File: src/msx_slot_pkg.sv
`default_nettype none

package msx_slot_pkg;

	// ----------------------------------------
	//	Bus widths
	// ----------------------------------------
	localparam int CPU_ADDR_W	= 16;
	localparam int CPU_DATA_W	= 8;
	localparam int IO_PORT_W	= 8;
	localparam int SDRAM_ADDR_W	= 23;
	localparam int BANK_W		= 10;			//	Upper SDRAM bits, one per 8 KB bank

	typedef logic [CPU_ADDR_W-1:0]		cpu_addr_t;
	typedef logic [CPU_DATA_W-1:0]		cpu_data_t;
	typedef logic [IO_PORT_W-1:0]		io_port_t;
	typedef logic [SDRAM_ADDR_W-1:0]	sdram_addr_t;
	typedef logic [BANK_W-1:0]			bank_t;

	// ----------------------------------------
	//	Slot and mapper registers
	// ----------------------------------------
	typedef logic [1:0]					slot_num_t;
	typedef slot_num_t [3:0]			slot_reg_t;		//	Index = page, page 0 in bits 1:0
	typedef logic [7:0]					segment_t;
	typedef segment_t [3:0]				segment_array_t;

	//	Upper bits primary slot, lower bits secondary slot
	typedef enum logic [3:0] {
		SLOT_0_0	= 4'b0000,
		SLOT_0_1	= 4'b0001,
		SLOT_0_2	= 4'b0010,
		SLOT_0_3	= 4'b0011,
		SLOT_1		= 4'b0100,
		SLOT_2		= 4'b1000,
		SLOT_3_0	= 4'b1100,
		SLOT_3_1	= 4'b1101,
		SLOT_3_2	= 4'b1110,
		SLOT_3_3	= 4'b1111
	} slot_id_t;

	localparam cpu_addr_t		SECONDARY_REG_ADDR		= 16'hFFFF;
	localparam segment_array_t	MAPPER_RESET_SEGMENTS	= { 8'd0, 8'd1, 8'd2, 8'd3 };	//	Page 3 first

	// ----------------------------------------
	//	SDRAM bank bases, appended bits zero
	// ----------------------------------------
	localparam bank_t MAIN_ROM_BASE		= 10'h010;		//	+ A14:A13
	localparam bank_t BASICN_BASE		= 10'h018;		//	+ A13
	localparam bank_t MSX_MUSIC_BASE	= 10'h01A;		//	+ A13
	localparam bank_t EXT_BASIC_BASE	= 10'h01C;		//	+ A14:A13, logo too
	localparam bank_t SUB_ROM_BASE		= 10'h020;		//	+ A13
	localparam bank_t KANJI_BASIC_BASE	= 10'h014;		//	+ A15, A13
	localparam bank_t NEXTOR_BASE		= 10'h000;		//	+ A15:A13, banks 0 to 7

endpackage

`default_nettype wire

File: src/slot_bus_if.sv
`timescale 1ns/100ps
`default_nettype none

interface slot_bus_if;

	logic						mreq_n;		//	Memory cycle
	logic						iorq_n;		//	I/O cycle
	logic						rd_n;
	logic						wr_n;
	msx_slot_pkg::cpu_addr_t	address;
	msx_slot_pkg::cpu_data_t	wdata;		//	CPU write byte

	//	Top level side
	modport source (
		output mreq_n, iorq_n, rd_n, wr_n, address, wdata
	);

	//	Register block and decoders
	modport sink (
		input mreq_n, iorq_n, rd_n, wr_n, address, wdata
	);

endinterface

`default_nettype wire

File: src/slot_config_if.sv
`timescale 1ns/100ps
`default_nettype none

interface slot_config_if;

	msx_slot_pkg::slot_reg_t		primary;		//	Port A8h
	msx_slot_pkg::slot_reg_t		secondary0;		//	FFFFh in slot 0
	msx_slot_pkg::slot_reg_t		secondary3;		//	FFFFh in slot 3
	msx_slot_pkg::segment_array_t	segment;		//	Ports FCh-FFh, one per page

	// Owner of the registers
	modport regs (
		output primary, secondary0, secondary3, segment
	);

	//	Slot decoder and SDRAM map
	modport user (
		input primary, secondary0, secondary3, segment
	);

endinterface

`default_nettype wire

File: src/msx_memory_map.sv
`timescale 1ns/100ps
`default_nettype none

module msx_memory_map #(
	parameter msx_slot_pkg::io_port_t	PRIMARY_SLOT_PORT	= 8'hA8,
	parameter msx_slot_pkg::io_port_t	MAPPER_PORT			= 8'hFC
) (
	input	wire						clk42m,
	input	wire						ff_reset_n,
	//	Z80 bus
	input	wire						mreq_n,
	input	wire						iorq_n,
	input	wire						rd_n,
	input	wire						wr_n,
	input	wire msx_slot_pkg::cpu_addr_t	address,
	input	wire msx_slot_pkg::cpu_data_t	wdata,
	//	Register readback
	output	msx_slot_pkg::cpu_data_t	rdata,
	output	logic						rdata_en,
	//	SDRAM request
	output	msx_slot_pkg::sdram_addr_t	sdram_address,
	output	logic						sdram_rd_n,
	output	logic						sdram_wr_n
);
	msx_slot_pkg::slot_id_t		slot_id;
	logic						secondary_hit;

	slot_bus_if		u_bus ();
	slot_config_if	u_cfg ();

	// ----------------------------------------
	//	Bus into interface
	// ----------------------------------------
	assign u_bus.mreq_n		= mreq_n;
	assign u_bus.iorq_n		= iorq_n;
	assign u_bus.rd_n		= rd_n;
	assign u_bus.wr_n		= wr_n;
	assign u_bus.address	= address;
	assign u_bus.wdata		= wdata;

	// ----------------------------------------
	//	Slot, secondary and mapper registers
	// ----------------------------------------
	slot_config_regs #(
		.PRIMARY_SLOT_PORT	( PRIMARY_SLOT_PORT	),
		.MAPPER_PORT		( MAPPER_PORT		)
	) u_slot_config_regs (
		.clk42m				( clk42m			),
		.ff_reset_n			( ff_reset_n		),
		.bus				( u_bus.sink		),
		.cfg				( u_cfg.regs		),
		.secondary_hit		( secondary_hit		),
		.rdata				( rdata				),
		.rdata_en			( rdata_en			)
	);

	//	Expanded slot of the current page
	slot_decoder u_slot_decoder (
		.bus				( u_bus.sink		),
		.cfg				( u_cfg.user		),
		.slot_id			( slot_id			),
		.secondary_hit		( secondary_hit		)
	);

	// ----------------------------------------
	//	SDRAM memory map
	// ----------------------------------------
	sdram_address_map u_sdram_address_map (
		.bus				( u_bus.sink		),
		.cfg				( u_cfg.user		),
		.slot_id			( slot_id			),
		.secondary_hit		( secondary_hit		),
		.sdram_address		( sdram_address		),
		.sdram_rd_n			( sdram_rd_n		),
		.sdram_wr_n			( sdram_wr_n		)
	);

endmodule

`default_nettype wire

File: src/sdram_address_map.sv
`timescale 1ns/100ps
`default_nettype none

module sdram_address_map (
	slot_bus_if.sink					bus,
	slot_config_if.user					cfg,
	input	msx_slot_pkg::slot_id_t		slot_id,
	input	wire						secondary_hit,
	output	msx_slot_pkg::sdram_addr_t	sdram_address,
	output	logic						sdram_rd_n,
	output	logic						sdram_wr_n
);
	logic	[1:0]				page;
	logic						a15;
	logic						a14;
	logic						a13;
	msx_slot_pkg::bank_t		bank;
	logic						rd_ok;
	logic						wr_ok;

	assign page	= bus.address[15:14];
	assign a15	= bus.address[15];
	assign a14	= bus.address[14];
	assign a13	= bus.address[13];

	// ----------------------------------------
	//	Bank select per expanded slot
	// ----------------------------------------
	always_comb begin
		bank	= '0;
		rd_ok	= 1'b0;
		wr_ok	= 1'b0;
		case (slot_id)
			msx_slot_pkg::SLOT_3_0: begin
				//	Mapper RAM, upper half of SDRAM
				bank	= { 1'b1, cfg.segment[page], a13 };
				rd_ok	= 1'b1;
				wr_ok	= 1'b1;
			end
			msx_slot_pkg::SLOT_0_0: begin
				bank	= msx_slot_pkg::MAIN_ROM_BASE | { 8'd0, a14, a13 };
				rd_ok	= !a15;							//	Pages 0 and 1
			end
			msx_slot_pkg::SLOT_0_1: begin
				bank	= msx_slot_pkg::BASICN_BASE | { 9'd0, a13 };
				rd_ok	= (page == 2'd1);
			end
			msx_slot_pkg::SLOT_0_2: begin
				bank	= msx_slot_pkg::MSX_MUSIC_BASE | { 9'd0, a13 };
				rd_ok	= (page == 2'd1);
			end
			msx_slot_pkg::SLOT_0_3: begin
				//	Logo and extended BASIC
				bank	= msx_slot_pkg::EXT_BASIC_BASE | { 8'd0, a14, a13 };
				rd_ok	= (page == 2'd1) || (page == 2'd2);
			end
			msx_slot_pkg::SLOT_3_1: begin
				if (page == 2'd0) begin
					bank = msx_slot_pkg::SUB_ROM_BASE | { 9'd0, a13 };
				end
				else begin
					bank = msx_slot_pkg::KANJI_BASIC_BASE | { 8'd0, a15, a13 };
				end
				rd_ok	= 1'b1;							//	Sub-ROM or Kanji BASIC everywhere
			end
			msx_slot_pkg::SLOT_3_2: begin
				bank	= msx_slot_pkg::NEXTOR_BASE | { 7'd0, a15, a14, a13 };	//	Bank 0-7
				rd_ok	= (page == 2'd1) || (page == 2'd2);
			end
			default: begin
				//	Slots 1, 2, 3-3 empty
				bank	= '0;
				rd_ok	= 1'b0;
				wr_ok	= 1'b0;
			end
		endcase
	end

	// ----------------------------------------
	//	SDRAM address and strobes
	// ----------------------------------------
	assign sdram_address	= { bank, bus.address[12:0] };	//	8 KB window

	//	FFFFh register cycle never reaches SDRAM
	assign sdram_rd_n		= !( !bus.mreq_n && !bus.rd_n && rd_ok && !secondary_hit );
	assign sdram_wr_n		= !( !bus.mreq_n && !bus.wr_n && wr_ok && !secondary_hit );

endmodule

`default_nettype wire

File: src/slot_config_regs.sv
`timescale 1ns/100ps
`default_nettype none

module slot_config_regs #(
	parameter msx_slot_pkg::io_port_t	PRIMARY_SLOT_PORT	= 8'hA8,
	parameter msx_slot_pkg::io_port_t	MAPPER_PORT			= 8'hFC
) (
	input	wire						clk42m,
	input	wire						ff_reset_n,
	slot_bus_if.sink					bus,
	slot_config_if.regs					cfg,
	input	wire						secondary_hit,		//	FFFFh access, from decoder
	output	msx_slot_pkg::cpu_data_t	rdata,
	output	logic						rdata_en
);
	msx_slot_pkg::io_port_t			port;
	logic							primary_sel;
	logic							mapper_sel;
	logic							io_wr;
	logic							io_rd;
	logic							sec_wr;
	logic							sec_rd;
	logic							sec_in_slot3;
	logic							read_hit;
	msx_slot_pkg::cpu_data_t		read_byte;

	msx_slot_pkg::slot_reg_t		ff_primary;
	msx_slot_pkg::slot_reg_t		ff_secondary0;
	msx_slot_pkg::slot_reg_t		ff_secondary3;
	msx_slot_pkg::segment_array_t	ff_segment;

	// ----------------------------------------
	//	Port decode
	// ----------------------------------------
	assign port			= bus.address[7:0];
	assign primary_sel	= (port[7:2] == PRIMARY_SLOT_PORT[7:2]);	//	Group of four, A8h-ABh
	assign mapper_sel	= (port[7:2] == MAPPER_PORT[7:2]);			//	FCh-FFh
	assign io_wr		= !bus.iorq_n && !bus.wr_n;
	assign io_rd		= !bus.iorq_n && !bus.rd_n;
	assign sec_wr		= secondary_hit && !bus.wr_n;
	assign sec_rd		= secondary_hit && !bus.rd_n;

	//	Hit only comes with slot 0 or 3 in page 3, so the MSB picks the register
	assign sec_in_slot3	= ff_primary[3][1];

	// ----------------------------------------
	//	Primary slot register
	// ----------------------------------------
	always_ff @(posedge clk42m) begin
		if (!ff_reset_n) begin
			ff_primary <= '0;						//	All pages in slot 0
		end
		else if (io_wr && primary_sel) begin
			ff_primary <= bus.wdata;
		end
	end

	//	Secondary registers, the one behind page 3 answers
	always_ff @(posedge clk42m) begin
		if (!ff_reset_n) begin
			ff_secondary0 <= '0;
			ff_secondary3 <= '0;
		end
		else if (sec_wr) begin
			if (sec_in_slot3) begin
				ff_secondary3 <= bus.wdata;
			end
			else begin
				ff_secondary0 <= bus.wdata;
			end
		end
	end

	// ----------------------------------------
	//	Mapper segment registers
	// ----------------------------------------
	always_ff @(posedge clk42m) begin
		if (!ff_reset_n) begin
			ff_segment <= msx_slot_pkg::MAPPER_RESET_SEGMENTS;	//	3, 2, 1, 0
		end
		else if (io_wr && mapper_sel) begin
			ff_segment[port[1:0]] <= bus.wdata;	//	Low port bits = page
		end
	end

	assign cfg.primary		= ff_primary;
	assign cfg.secondary0	= ff_secondary0;
	assign cfg.secondary3	= ff_secondary3;
	assign cfg.segment		= ff_segment;

	// ----------------------------------------
	//	Readback
	// ----------------------------------------
	always_comb begin
		read_hit	= 1'b1;
		read_byte	= '0;
		if (sec_rd) begin
			//	Secondary register reads back inverted
			read_byte = sec_in_slot3 ? ~ff_secondary3 : ~ff_secondary0;
		end
		else if (io_rd && primary_sel) begin
			read_byte = ff_primary;
		end
		else if (io_rd && mapper_sel) begin
			read_byte = ff_segment[port[1:0]];
		end
		else begin
			read_hit = 1'b0;
		end
	end

	//	Valid pulse one cycle after the sampled read
	always_ff @(posedge clk42m) begin
		if (!ff_reset_n) begin
			rdata_en <= 1'b0;
		end
		else begin
			rdata_en <= read_hit;
		end
	end

	always_ff @(posedge clk42m) begin
		if (read_hit) begin
			rdata <= read_byte;						//	Held while idle
		end
	end

endmodule

`default_nettype wire

File: src/slot_decoder.sv
`timescale 1ns/100ps
`default_nettype none

module slot_decoder (
	slot_bus_if.sink					bus,
	slot_config_if.user					cfg,
	output	msx_slot_pkg::slot_id_t		slot_id,
	output	logic						secondary_hit
);
	logic						page3_expanded;
	logic	[1:0]				page;
	msx_slot_pkg::slot_num_t	primary_slot;
	msx_slot_pkg::slot_num_t	secondary_slot;
	msx_slot_pkg::slot_num_t	sub_slot;

	// ----------------------------------------
	//	Page and slot selection
	// ----------------------------------------
	assign page				= bus.address[15:14];			//	16 KB page
	assign primary_slot		= cfg.primary[page];

	//	Slot 0 and 3 are expanded, 1 and 2 are not
	assign secondary_slot	= (primary_slot == 2'd0) ? cfg.secondary0[page] :
							  cfg.secondary3[page];

	always_comb begin
		case (primary_slot)
			2'd0,
			2'd3:		sub_slot = secondary_slot;
			default:	sub_slot = 2'd0;					//	Plain slot, no sub number
		endcase
	end

	assign slot_id			= msx_slot_pkg::slot_id_t'({ primary_slot, sub_slot });

	// ----------------------------------------
	//	FFFFh secondary register access
	// ----------------------------------------
	assign page3_expanded	= (cfg.primary[3] == 2'd0) || (cfg.primary[3] == 2'd3);

	assign secondary_hit	= !bus.mreq_n &&
							  (bus.address == msx_slot_pkg::SECONDARY_REG_ADDR) &&
							  page3_expanded;

endmodule

`default_nettype wire

File: config.mk
export PLATFORM = sky130hd
export DESIGN_NAME = msx_memory_map
export DESIGN_NICKNAME = d
export VERILOG_FILES = /design/src/msx_slot_pkg.sv /design/src/slot_bus_if.sv /design/src/slot_config_if.sv /design/src/msx_memory_map.sv /design/src/sdram_address_map.sv /design/src/slot_config_regs.sv /design/src/slot_decoder.sv
export SDC_FILE = /design/constraint.sdc
export NUM_CORES = 1
export LEC_CHECK = 0
export ABC_AREA = 1
export BUFFER_PORTS_ARGS = -buffer_cell sky130_fd_sc_hd__buf_2
export CAP_MARGIN = 20
export CORE_MARGIN = 1.5
export CORE_UTILIZATION = 59
export DETAILED_ROUTE_END_ITERATION = 8
export GPL_TIMING_DRIVEN = 0
export PLACE_DENSITY_LB_ADDON = 0.12
export SETUP_SLACK_MARGIN = 0.1
export SYNTH_ARGS = -nofsm -noshare
export SYNTH_HDL_FRONTEND = slang
export SYNTH_HIERARCHICAL = 1
export SYNTH_SLANG_ARGS = --single-unit
export TNS_END_PERCENT = 50
File: constraint.sdc
create_clock -name clk42m -period 4.31 [get_ports clk42m]
set_input_delay 0 -clock clk42m [delete_from_list [all_inputs] [get_ports clk42m]]
set_output_delay 0 -clock clk42m [all_outputs]
set_load 0.02 [all_outputs]
==> results of run 1 <==
==> cell type report <==
class | count | area [sq um] | share of cell area, %
multi-input combinational | 497 | 2270 | 45.9
tap | 96 | 120 | 2.43
clock buffer | 9 | 124 | 2.51
buffer | 39 | 297 | 6.00
clock inverter | 7 | 77.6 | 1.57
timing repair buffer | 64 | 330 | 6.69
inverter | 89 | 342 | 6.91
sequential | 65 | 1380 | 28.0
==> cell usage after synthesis (2+ instances only) <==
cell | instances | area, sq um
nand4_1 | 11 | 68.8
ha_1 | 3 | 37.5
o21ai_1 | 16 | 80.1
dfxtp_1 | 57 | 1140
nand4_4 | 4 | 85.1
a21oi_1 | 28 | 140
nand3_1 | 29 | 145
edfxtp_1 | 8 | 240
nor2_2 | 9 | 56.3
buf_6 | 9 | 101
buf_2 | 7 | 35.0
nand3b_1 | 3 | 22.5
o21ai_0 | 35 | 175
nand2_2 | 4 | 25.0
inv_1 | 78 | 293
nor2_8 | 2 | 40.0
nand2_1 | 232 | 871
inv_2 | 9 | 33.8
nor2_1 | 109 | 409
clkbuf_1 | 7 | 26.3
buf_4 | 14 | 105
nor2_4 | 4 | 45.0
==> worst max-delay path, delay by kind of cell, from the launching register on <==
| kind | cells | cell delay (ns) |
|---|---|---|
| AO/OA/AOI/OAI | 1 | 0.15 |
| buffers and inverters | 4 | 0.45 |
| adder cells (fa/ha/maj) | 1 | 0.29 |
| AND/OR/NAND/NOR | 9 | 0.98 |
| flip-flops | 1 | 0.42 |
==> per-stage QoR <==
| step | power (mW) | utilization, % | cells | hold slack (ns) | cell area [sq um] |
|---|---|---|---|---|---|
| after floorplan | 0.758 | - | 690 | 0.113 | 4290 |
| after global placement | 0.824 | 68.3 | 848 | 0.317 | 4720 |
| after detailed placement | 0.828 | 68.3 | 848 | 0.319 | 4720 |
| after CTS | 1.36 | 71.5 | 866 | 0.00223 | 4940 |
| after global routing | 1.40 | 71.5 | 866 | 0.0244 | 4940 |
| final | 1.36 | 71.5 | 866 | 0.0104 | 4940 |
==> cell usage in the layout, fill, tap and decap left out, types with 2 or more instances in the layout <==
master / netlist / routed
dfxtp_1: 57 / 57
nor2_1: 109 / 109
edfxtp_1: 8 / 8
nor2_8: 2 / 2
o21ai_1: 16 / 16
inv_2: 9 / 9
clkinv_4: 0 / 2
nor2_2: 9 / 9
clkinv_2: 0 / 2
nand4_4: 4 / 4
buf_2: 7 / 69
o21ai_0: 35 / 35
clkbuf_1: 7 / 7
nor2_4: 4 / 4
buf_6: 9 / 9
nand3b_1: 3 / 3
nand2_1: 232 / 232
clkbuf_8: 1 / 10
inv_6: 1 / 2
nand2_2: 4 / 4
a21oi_1: 28 / 28
dlygate4sd3_1: 0 / 2
ha_1: 3 / 3
buf_4: 14 / 14
inv_1: 78 / 78
nand4_1: 11 / 11
nand3_1: 29 / 29
==> metal layers <==
layer	share of wire (%)	vias to the layer above
met4	5.3	0
met3	9.6	57
met2	47	257
li1	-	2283
met5	0	-
met1	38	2051
==> where the power goes <==
group	switching, mW	leakage, nW	internal, mW	total [mW]
sequential	0.000714	0.525	0.611	0.612
clock	0.268	0.105	0.273	0.541
combinational	0.140	1.92	0.0681	0.208
==> registers in the layout, summed over array words and instances (netlist names) <==
signal	flops
u_slot_config_regs/cfg.segment	32
u_slot_config_regs/cfg.secondary0	8
u_slot_config_regs/rdata_en	1
u_slot_config_regs/cfg.secondary3	8
u_slot_config_regs/rdata	8
u_slot_config_regs/cfg.primary	8
==> cell families after synthesis <==
kind of cell | count (synthesis) | synth area share, %
AOI/OAI and AO/OA | 83 | 10.1
adders and majority gates | 3 | 0.875
buffers and inverters | 128 | 14.9
DFF | 65 | 32.2
and+or+nand+nor | 411 | 42.0
==> how the worst max path moves through the flow <==
stage	start	to	slack (ns)	cells after the start
global route	u_slot_config_regs/cfg.primary[7]	sdram_address[17]	1.49	14
global placement	u_slot_config_regs/cfg.primary[7]	sdram_address[17]	2.17	14
detailed placement	u_slot_config_regs/cfg.primary[7]	sdram_address[17]	2.10	14
CTS	u_slot_config_regs/cfg.primary[7]	sdram_address[17]	1.71	14
floorplan	u_slot_config_regs/cfg.primary[7]	sdram_address[19]	2.45	13
finish	u_slot_config_regs/cfg.primary[7]	sdram_rd_n	1.65	15
==> reports/metrics.yaml, run 1 <==
hold_viol_final: 0
max-slew-margin-rel_pct: 66.7
clockRootBuffer: "clkbuf_8"
peakVddDrop_uv: 214
slowest_delay_ns: 0.42
via_per_inst: 5.37
synth.avg_cell_area_sq_um: 6.22
wl_mm: 12.6
cts_buffer_depth: 2
cts_max_level: 3
yosys_register_bits: 65
fin_worst_skew_ns: 0.00891
worst_slack_ns: 1.65
cts_tree: "done"
ctsResizeCount: 0
seq_area_frac_synth_pct: 32.2
period_share_pct: 61.6
setup_violations: 0
yosys.cell_types.count: 34
via_count: 4648
finalSetupTns_ns: 0
dp_hpwl_mm: 9.21
worstMarginPinSlew_ns: 0.498
die_h_um: 88.3
cap_viol_max_count: 0
postCtsHoldBufs: 2
synth_warnings: 6
syn-cell-area_sq_um: 4290
core_sq_um: 6910
hp-class: "primary input to flip-flop"
grt_setup_unrepaired: "false"
io_pins: 64
die_width_um: 88.3
status: "complete, no violations"
critPathArrivalTime_ns: 2.66
area_growth_pct: 15.2
async_flop_share_pct: 0
grt_busiest_layer: "met2"
io_buffers: 62
drt-pass1-iter-count: 5
grt_pass1_vias: 4271
synth_ff_type: "dfxtp_1"
drc: 0
clock_latency_ns: 0.35
dr.first_iter.drc_count: 361
rows: 30
cp-start-kind: "flip-flop"
grt_pass1_wl_mm: 20.0
nets: 798
diodes: 0
initial_utilization_pct: 62.1
cp_max_fo: 5
die_area_sq_um: 7790
worst_path_most_repeated_cell: "nand2_1"
maxSlewViolCount: 0
grt_overflow: 0
cts_setup_buffers: 0
antenna_found_initial: 0
ant_nets: 0
grtUsageMet2_pct: 57.3
gr-usage-met1_pct: 40.7
slowest_stage: "dfxtp_1"
cts_sinks: 65
place_congestion: 0.951
cp-end-kind: "output pin"
use_met3_pct: 5.69
r2r-start: "u_slot_config_regs/cfg.primary[7]"
hold_end: "u_slot_config_regs/cfg.segment[19]"
n_fill_cell: 653
syn_inst: 690
reg2reg_depth: 6
drive_above_1_share_pct: 19.4
holdPathStages: 3
synth.net_count: 723
finalCriticalPeriod_ns: 2.66
power_density_nw_per_um2: 275
grt_util_all_layers_pct: 34.2
p_leak_nw: 2.55
crit_chain: "inv_1 -> o211ai_2 -> nand2_1 -> ha_1 -> inv_1 -> nand2_1 -> nor2_1 -> inv_2 -> nor2_1 -> nand2_1 -> nand2_1 -> nand2_1 -> nand3_1 -> nand2_1 -> buf_2"
preCtsSetupSlack_ns: 2.10
clk_pin_slew_ns: 0.08
crit_type: "flip-flop to output pin"
fmax_mhz: 376
grt_max_degree: 14
holdCritStartpoint: "wdata[3]"
crit_required_ns: 4.31
wl_per_cell_um: 14.6
reg2reg_slack_ns: 2.27
synth_enable_flop_cells: 8
regToRegEndpoint: "u_slot_config_regs/rdata[4]"
cts_buffers: 9
Note: power is estimated with default switching activity, not from simulation.
==> run 2: changes to the inputs <==
CORE_UTILIZATION = 58   (was 59)
clock period = 2.7 ns   (was 4.31 ns; I/O delays follow)
==> reports/metrics.yaml, run 2 (synthesis results as in run 1) <==
status: "complete, no violations"
place_congestion: 0.966  # +1.5%
critPathArrivalTime_ns: 2.49  # -0.17 ns
nets: 797  # -0.13%
diodes: 0  # unchanged
area_growth_pct: 15.0
drc: 0  # unchanged
period_share_pct: 92.4
endpoint: "sdram_address[16]"
grt_pass1_wl_mm: 19.5  # -2.6%
ff_latch_area_sq_um: 1380  # about the same
crit_type: "flip-flop to output pin"
rows: 31  # +3.3%
drt-pass1-iter-count: 6  # +1
wl_per_cell_um: 14.7  # +0.85%
grt_overflow: 0  # unchanged
die_area_sq_um: 7920  # +1.7%
clk_pin_slew_ns: 0.08  # about the same
grt_pass1_vias: 4095  # -4.1%
reg2reg_depth: 9  # +3
hold_viol_final: 0  # unchanged
grt_max_degree: 13  # -1
die_h_um: 89.0  # +0.83%
cts_sinks: 65  # unchanged
fin_worst_skew_ns: 0.0105  # +0.00163 ns
cts_buffer_depth: 2  # unchanged
largest_reg_flops: 32  # unchanged
crit_required_ns: 2.70  # -1.61 ns
fin_cells: 868  # +0.23%
reg2reg_slack_ns: 0.46  # -1.81 ns
clock_latency_ns: 0.35  # about the same
antenna_found_initial: 0  # unchanged
cts_tree: "done"
setup_violations: 0  # unchanged
fmax_mhz: 401
wl_mm: 12.8  # +1.1%
hp-class: "primary input to flip-flop"
cp-start-kind: "flip-flop"
multi_input_area_sq_um: 2270  # +0.22%
initial_utilization_pct: 59.5  # -2.6 points
grt_setup_unrepaired: "false"
cap_viol_max_count: 0  # unchanged
via_per_inst: 5.31  # -1.1%
power_density_nw_per_um2: 435  # +58%
io_buffers: 62  # unchanged
ant_nets: 0  # unchanged
finalCriticalPeriod_ns: 2.49
regToRegEndpoint: "u_slot_config_regs/rdata[3]"
via_count: 4608  # -0.86%
drive_above_1_share_pct: 19.5  # +0.16 points
layout_common_cells: "232 x nand2_1, 107 x nor2_1, 78 x inv_1"
dr.first_iter.drc_count: 355  # -1.7%
r2r-start: "u_slot_config_regs/cfg.primary[7]"
io_pins: 64  # unchanged
peakVddDrop_uv: 334  # +56%
maxSlewViolCount: 0  # unchanged
p_leak_nw: 2.54  # -0.40%
cp-end-kind: "output pin"
placed_cells: 851  # +0.35%
max-slew-margin-rel_pct: 61.4  # -5.4 points
worstMarginPinSlew_ns: 0.579  # +0.0817 ns
die_width_um: 89.0  # +0.83%
n_fill_cell: 711  # +8.9%
core_sq_um: 7210  # +4.5%
grt_util_all_layers_pct: 33.1  # -1.1 points
cts_max_level: 3  # unchanged
finalSetupTns_ns: 0  # unchanged
cp_max_fo: 8  # +3
dp_hpwl_mm: 9.27  # +0.63%
startpoint: "u_slot_config_regs/cfg.primary[7]"
final_common_cell: "nand2_1"
cts_buffers: 9  # unchanged
clockRootBuffer: "clkbuf_8"
==> run 2: cell count changes in the layout (fill, tap and decap cells not counted) <==
cell,change
inv_6,+1
dfxtp_1,-1
clkinv_4,-1
dlygate4sd3_1,-1
dfxtp_2,+1
clkinv_2,-1
inv_8,-1
nor2_1,-2
nor2_2,+2
clkinv_1,+2
==> run 2: worst min path at each step <==
stage	startpoint	to	slack, ns	cells past startpoint
finish	wdata[4]	u_slot_config_regs/cfg.segment[4]	0.02	3
global route	wdata[4]	u_slot_config_regs/cfg.segment[4]	0.03	3
CTS	wdata[4]	u_slot_config_regs/cfg.segment[4]	0.009	3
detailed placement	address[11]	sdram_address[11]	0.32	3
global placement	address[11]	sdram_address[11]	0.32	3
floorplan	address[0]	sdram_address[0]	0.11	1
==> run 2: final cells by class <==
| class | instances | share of cell area [%] |
|---|---|---|
| multi-input combinational | 497 | 46.1 |
| clock buffer | 9 | 2.51 |
| timing repair buffer | 63 | 6.49 |
| tap | 99 | 2.51 |
| sequential | 65 | 28.0 |
| inverter | 89 | 6.93 |
| clock inverter | 7 | 1.40 |
| buffer | 39 | 6.01 |
==> run 2: worst max-delay path, stage by stage (launching register included) <==
cell and delay (ns):
dfxtp_2 0.37, inv_1 0.09, o211ai_2 0.15, nand2_1 0.10
ha_1 0.26, inv_1 0.08, nand2_1 0.06, nor2_1 0.15
nor2_2 0.09, inv_2 0.07, nand2_2 0.10, nor2_8 0.18
nand3_1 0.20, nand2_1 0.09, buf_2 0.16
==> run 2: routing by layer <==
layer  GRT usage, %  share of wire (%)  vias to the layer above
li1               -                  -                     2273
met1           39.7                 41                     2092
met2           56.7                 48                      204
met3           5.91                7.5                       39
met4           17.2                3.3                        0
met5              0                  0                        -
==> run 2: per-stage QoR <==
stage | utilization, % | setup WS (ns) | power [mW] | cell area (sq um) | hold WS [ns]
after floorplan | - | 0.842 | 1.21 | 4290 | 0.113
after global placement | 65.5 | 0.529 | 1.32 | 4720 | 0.316
after global routing | 68.4 | 0.125 | 2.22 | 4930 | 0.0274
after CTS | 68.3 | 0.178 | 2.15 | 4930 | 0.00890
final | 68.4 | 0.205 | 2.15 | 4930 | 0.0157
after detailed placement | 65.5 | 0.512 | 1.32 | 4720 | 0.325
==> run 2: repair_timing <==
item                       CTS  global route
setup endpoints to repair    0             6
buffers inserted             0             0
hold endpoints to repair     1             0
gates resized for setup      0             3
hold buffers                 1             0
==> run 2: report_power, final <==
group / internal, mW / switching, mW
logic: 0.108 / 0.227
registers: 0.976 / 0.00116
clock network: 0.427 / 0.408
==> run 3: changes to the inputs <==
CELL_PAD_IN_SITES_DETAIL_PLACEMENT = 1   (was default)
CELL_PAD_IN_SITES_GLOBAL_PLACEMENT = 2   (was default)
CORE_UTILIZATION = 28   (was 58)
clock period = 2.14 ns   (was 2.7 ns; I/O delays follow)
==> reports/metrics.yaml, run 3 (synthesis results as in run 1) <==
status: "finished, violations left"
violations: "negative setup slack"
period_share_pct: 104
critPathArrivalTime_ns: 2.23  # -0.26 ns
power_density_nw_per_um2: 580  # +33%
hold_viol_final: 0  # unchanged
core_sq_um: 15100  # +110%
fin_cells: 966  # +11%
worst_slack_ns: -0.0930  # -0.298 ns
dp_hpwl_mm: 12.3  # +32%
crit_type: "flip-flop to output pin"
clock_latency_ns: 0.35  # about the same
grt_overflow: 0  # unchanged
wl_per_cell_um: 16.7  # +14%
io_pins: 64  # unchanged
drive_above_1_share_pct: 25.4  # +5.9 points
via_count: 4469  # -3.0%
crit_required_ns: 2.14  # -0.56 ns
p_leak_nw: 2.67  # +4.9%
ff_latch_area_sq_um: 1400  # +1.2%
grt_pass1_wl_mm: 25.6  # +31%
area_growth_pct: 25.5
initial_utilization_pct: 28.4  # -31 points
diodes: 0  # unchanged
grt_pass1_vias: 4499  # +9.9%
multi_input_area_sq_um: 2410  # +5.8%
rows: 45  # +45%
cts_max_level: 3  # unchanged
ant_nets: 0  # unchanged
die_area_sq_um: 16100  # +100%
grt_setup_unrepaired: "true"
hp-class: "primary input to flip-flop"
dr.first_iter.drc_count: 155  # -56%
finalCriticalPeriod_ns: 2.23
placed_cells: 940  # +10%
cp_max_fo: 4  # -4
die_width_um: 127  # +42%
maxSlewViolCount: 0  # unchanged
drc: 0  # unchanged
largest_reg_flops: 32  # unchanged
final_core_util_pct: 35.7  # -33 points
place_congestion: 0.818  # -15%
clk_pin_slew_ns: 0.06  # -0.02 ns
io_buffers: 62  # unchanged
grt_util_all_layers_pct: 21.2  # -12 points
cap_viol_max_count: 0  # unchanged
cts_sinks: 65  # unchanged
final_common_cell: "nand2_1"
n_fill_cell: 1994  # +180%
max-slew-margin-rel_pct: 65.3  # +3.9 points
grt_max_degree: 13  # unchanged
antenna_found_initial: 0  # unchanged
clockRootBuffer: "clkbuf_16"
nets: 806  # +1.1%
cp-end-kind: "output pin"
via_per_inst: 4.63  # -13%
cts_buffers: 9  # unchanged
fin_worst_skew_ns: 0.00484  # -0.00571 ns
fmax_mhz: 448
die_h_um: 127  # +42%
worstMarginPinSlew_ns: 0.521  # -0.0584 ns
setup_violations: 11  # +11
cp-start-kind: "flip-flop"
wl_mm: 16.1  # +27%
cts_buffer_depth: 2  # unchanged
layout_common_cells: "219 x nand2_1, 103 x nor2_1, 73 x inv_1"
drt-pass1-iter-count: 4  # -2
cts_tree: "done"
peakVddDrop_uv: 261  # -22%
==> run 3: cell count changes in the layout (fill, tap and decap cells not counted), sizes merged <==
cell         delta
clkinvlp        +1
inv             -1
clkbuf          +1
buf             +8
dlygate4sd3     +1
bufinv          -1
==> run 3: critical path: stages, from the launching register on <==
cell and delay [ns]:
dfxtp_4 0.37, inv_4 0.03, o211ai_2 0.14, nand2_2 0.10, ha_4 0.19, inv_2 0.05
nand2_2 0.06, nor2_4 0.10, nor2_4 0.06, inv_2 0.11, nand2_2 0.08, nor2_4 0.15
nand2_2 0.07, o21ai_1 0.10, inv_2 0.08, nand2_2 0.08, buf_6 0.12
==> run 3: metal layers <==
| metal | global-route usage [%] | vias up | wire (um) |
|---|---|---|---|
| met3 | 3.08 | 15 | 395 |
| met5 | 0 | - | 0 |
| met2 | 37.4 | 53 | 8010 |
| met4 | 6.62 | 0 | 280 |
| met1 | 26.6 | 2118 | 7450 |
| li1 | - | 2283 | - |
==> run 3: metrics by stage <==
stage / worst slack [ns] / power [mW] / hold slack (ns) / cell area [sq um] / TNS (ns)
2_1_floorplan: 0.282 / 1.53 / 0.113 / 4290 / 0
3_3_place_gp: -0.272 / 1.69 / 0.318 / 4830 / -2.45
3_5_place_dp: -0.279 / 1.70 / 0.326 / 4830 / -2.73
4_1_cts: -0.105 / 3.17 / 0.0150 / 5340 / -0.546
5_1_grt: -0.239 / 3.27 / 0.0320 / 5380 / -2.02
6_report: -0.0930 / 3.12 / 0.0262 / 5380 / -0.672
==> run 3: timing repair <==
action | in CTS | in global routing
endpoints found under the setup margin | 29 | 21
hold endpoints to repair | 2 | 0
pin swaps | 11 | 3
buffers inserted | 7 | 1
hold buffers | 2 | 0
resized for setup | 59 | 11
==> run 3: worst paths after layout <==
kind	startpoint	endpoint	slack [ns]	depth (start not counted)
hold reg to reg	u_slot_config_regs/cfg.secondary3[6]	u_slot_config_regs/cfg.secondary3[6]	0.47	2
hold / removal	wdata[4]	u_slot_config_regs/cfg.segment[28]	0.03	3
setup reg to reg	u_slot_config_regs/cfg.primary[7]	u_slot_config_regs/rdata[2]	0.24	10
setup / recovery	u_slot_config_regs/cfg.primary[7]	sdram_address[17]	-0.09	16
==> run 3: cell type report <==
| class | instances | share of cell area, % |
|---|---|---|
| Multi-Input combinational cell | 497 | 44.7 |
| Sequential cell | 65 | 26.0 |
| Timing Repair Buffer | 72 | 7.86 |
| Inverter | 89 | 6.44 |
| Buffer | 39 | 5.53 |
| Tap cell | 188 | 4.37 |
| Clock buffer | 10 | 4.25 |
| Clock inverter | 6 | 0.814 |
==> run 3: power breakdown <==
group | internal, mW | switching (mW)
clock network | 0.788 | 0.605
logic | 0.171 | 0.325
registers | 1.23 | 0.00152
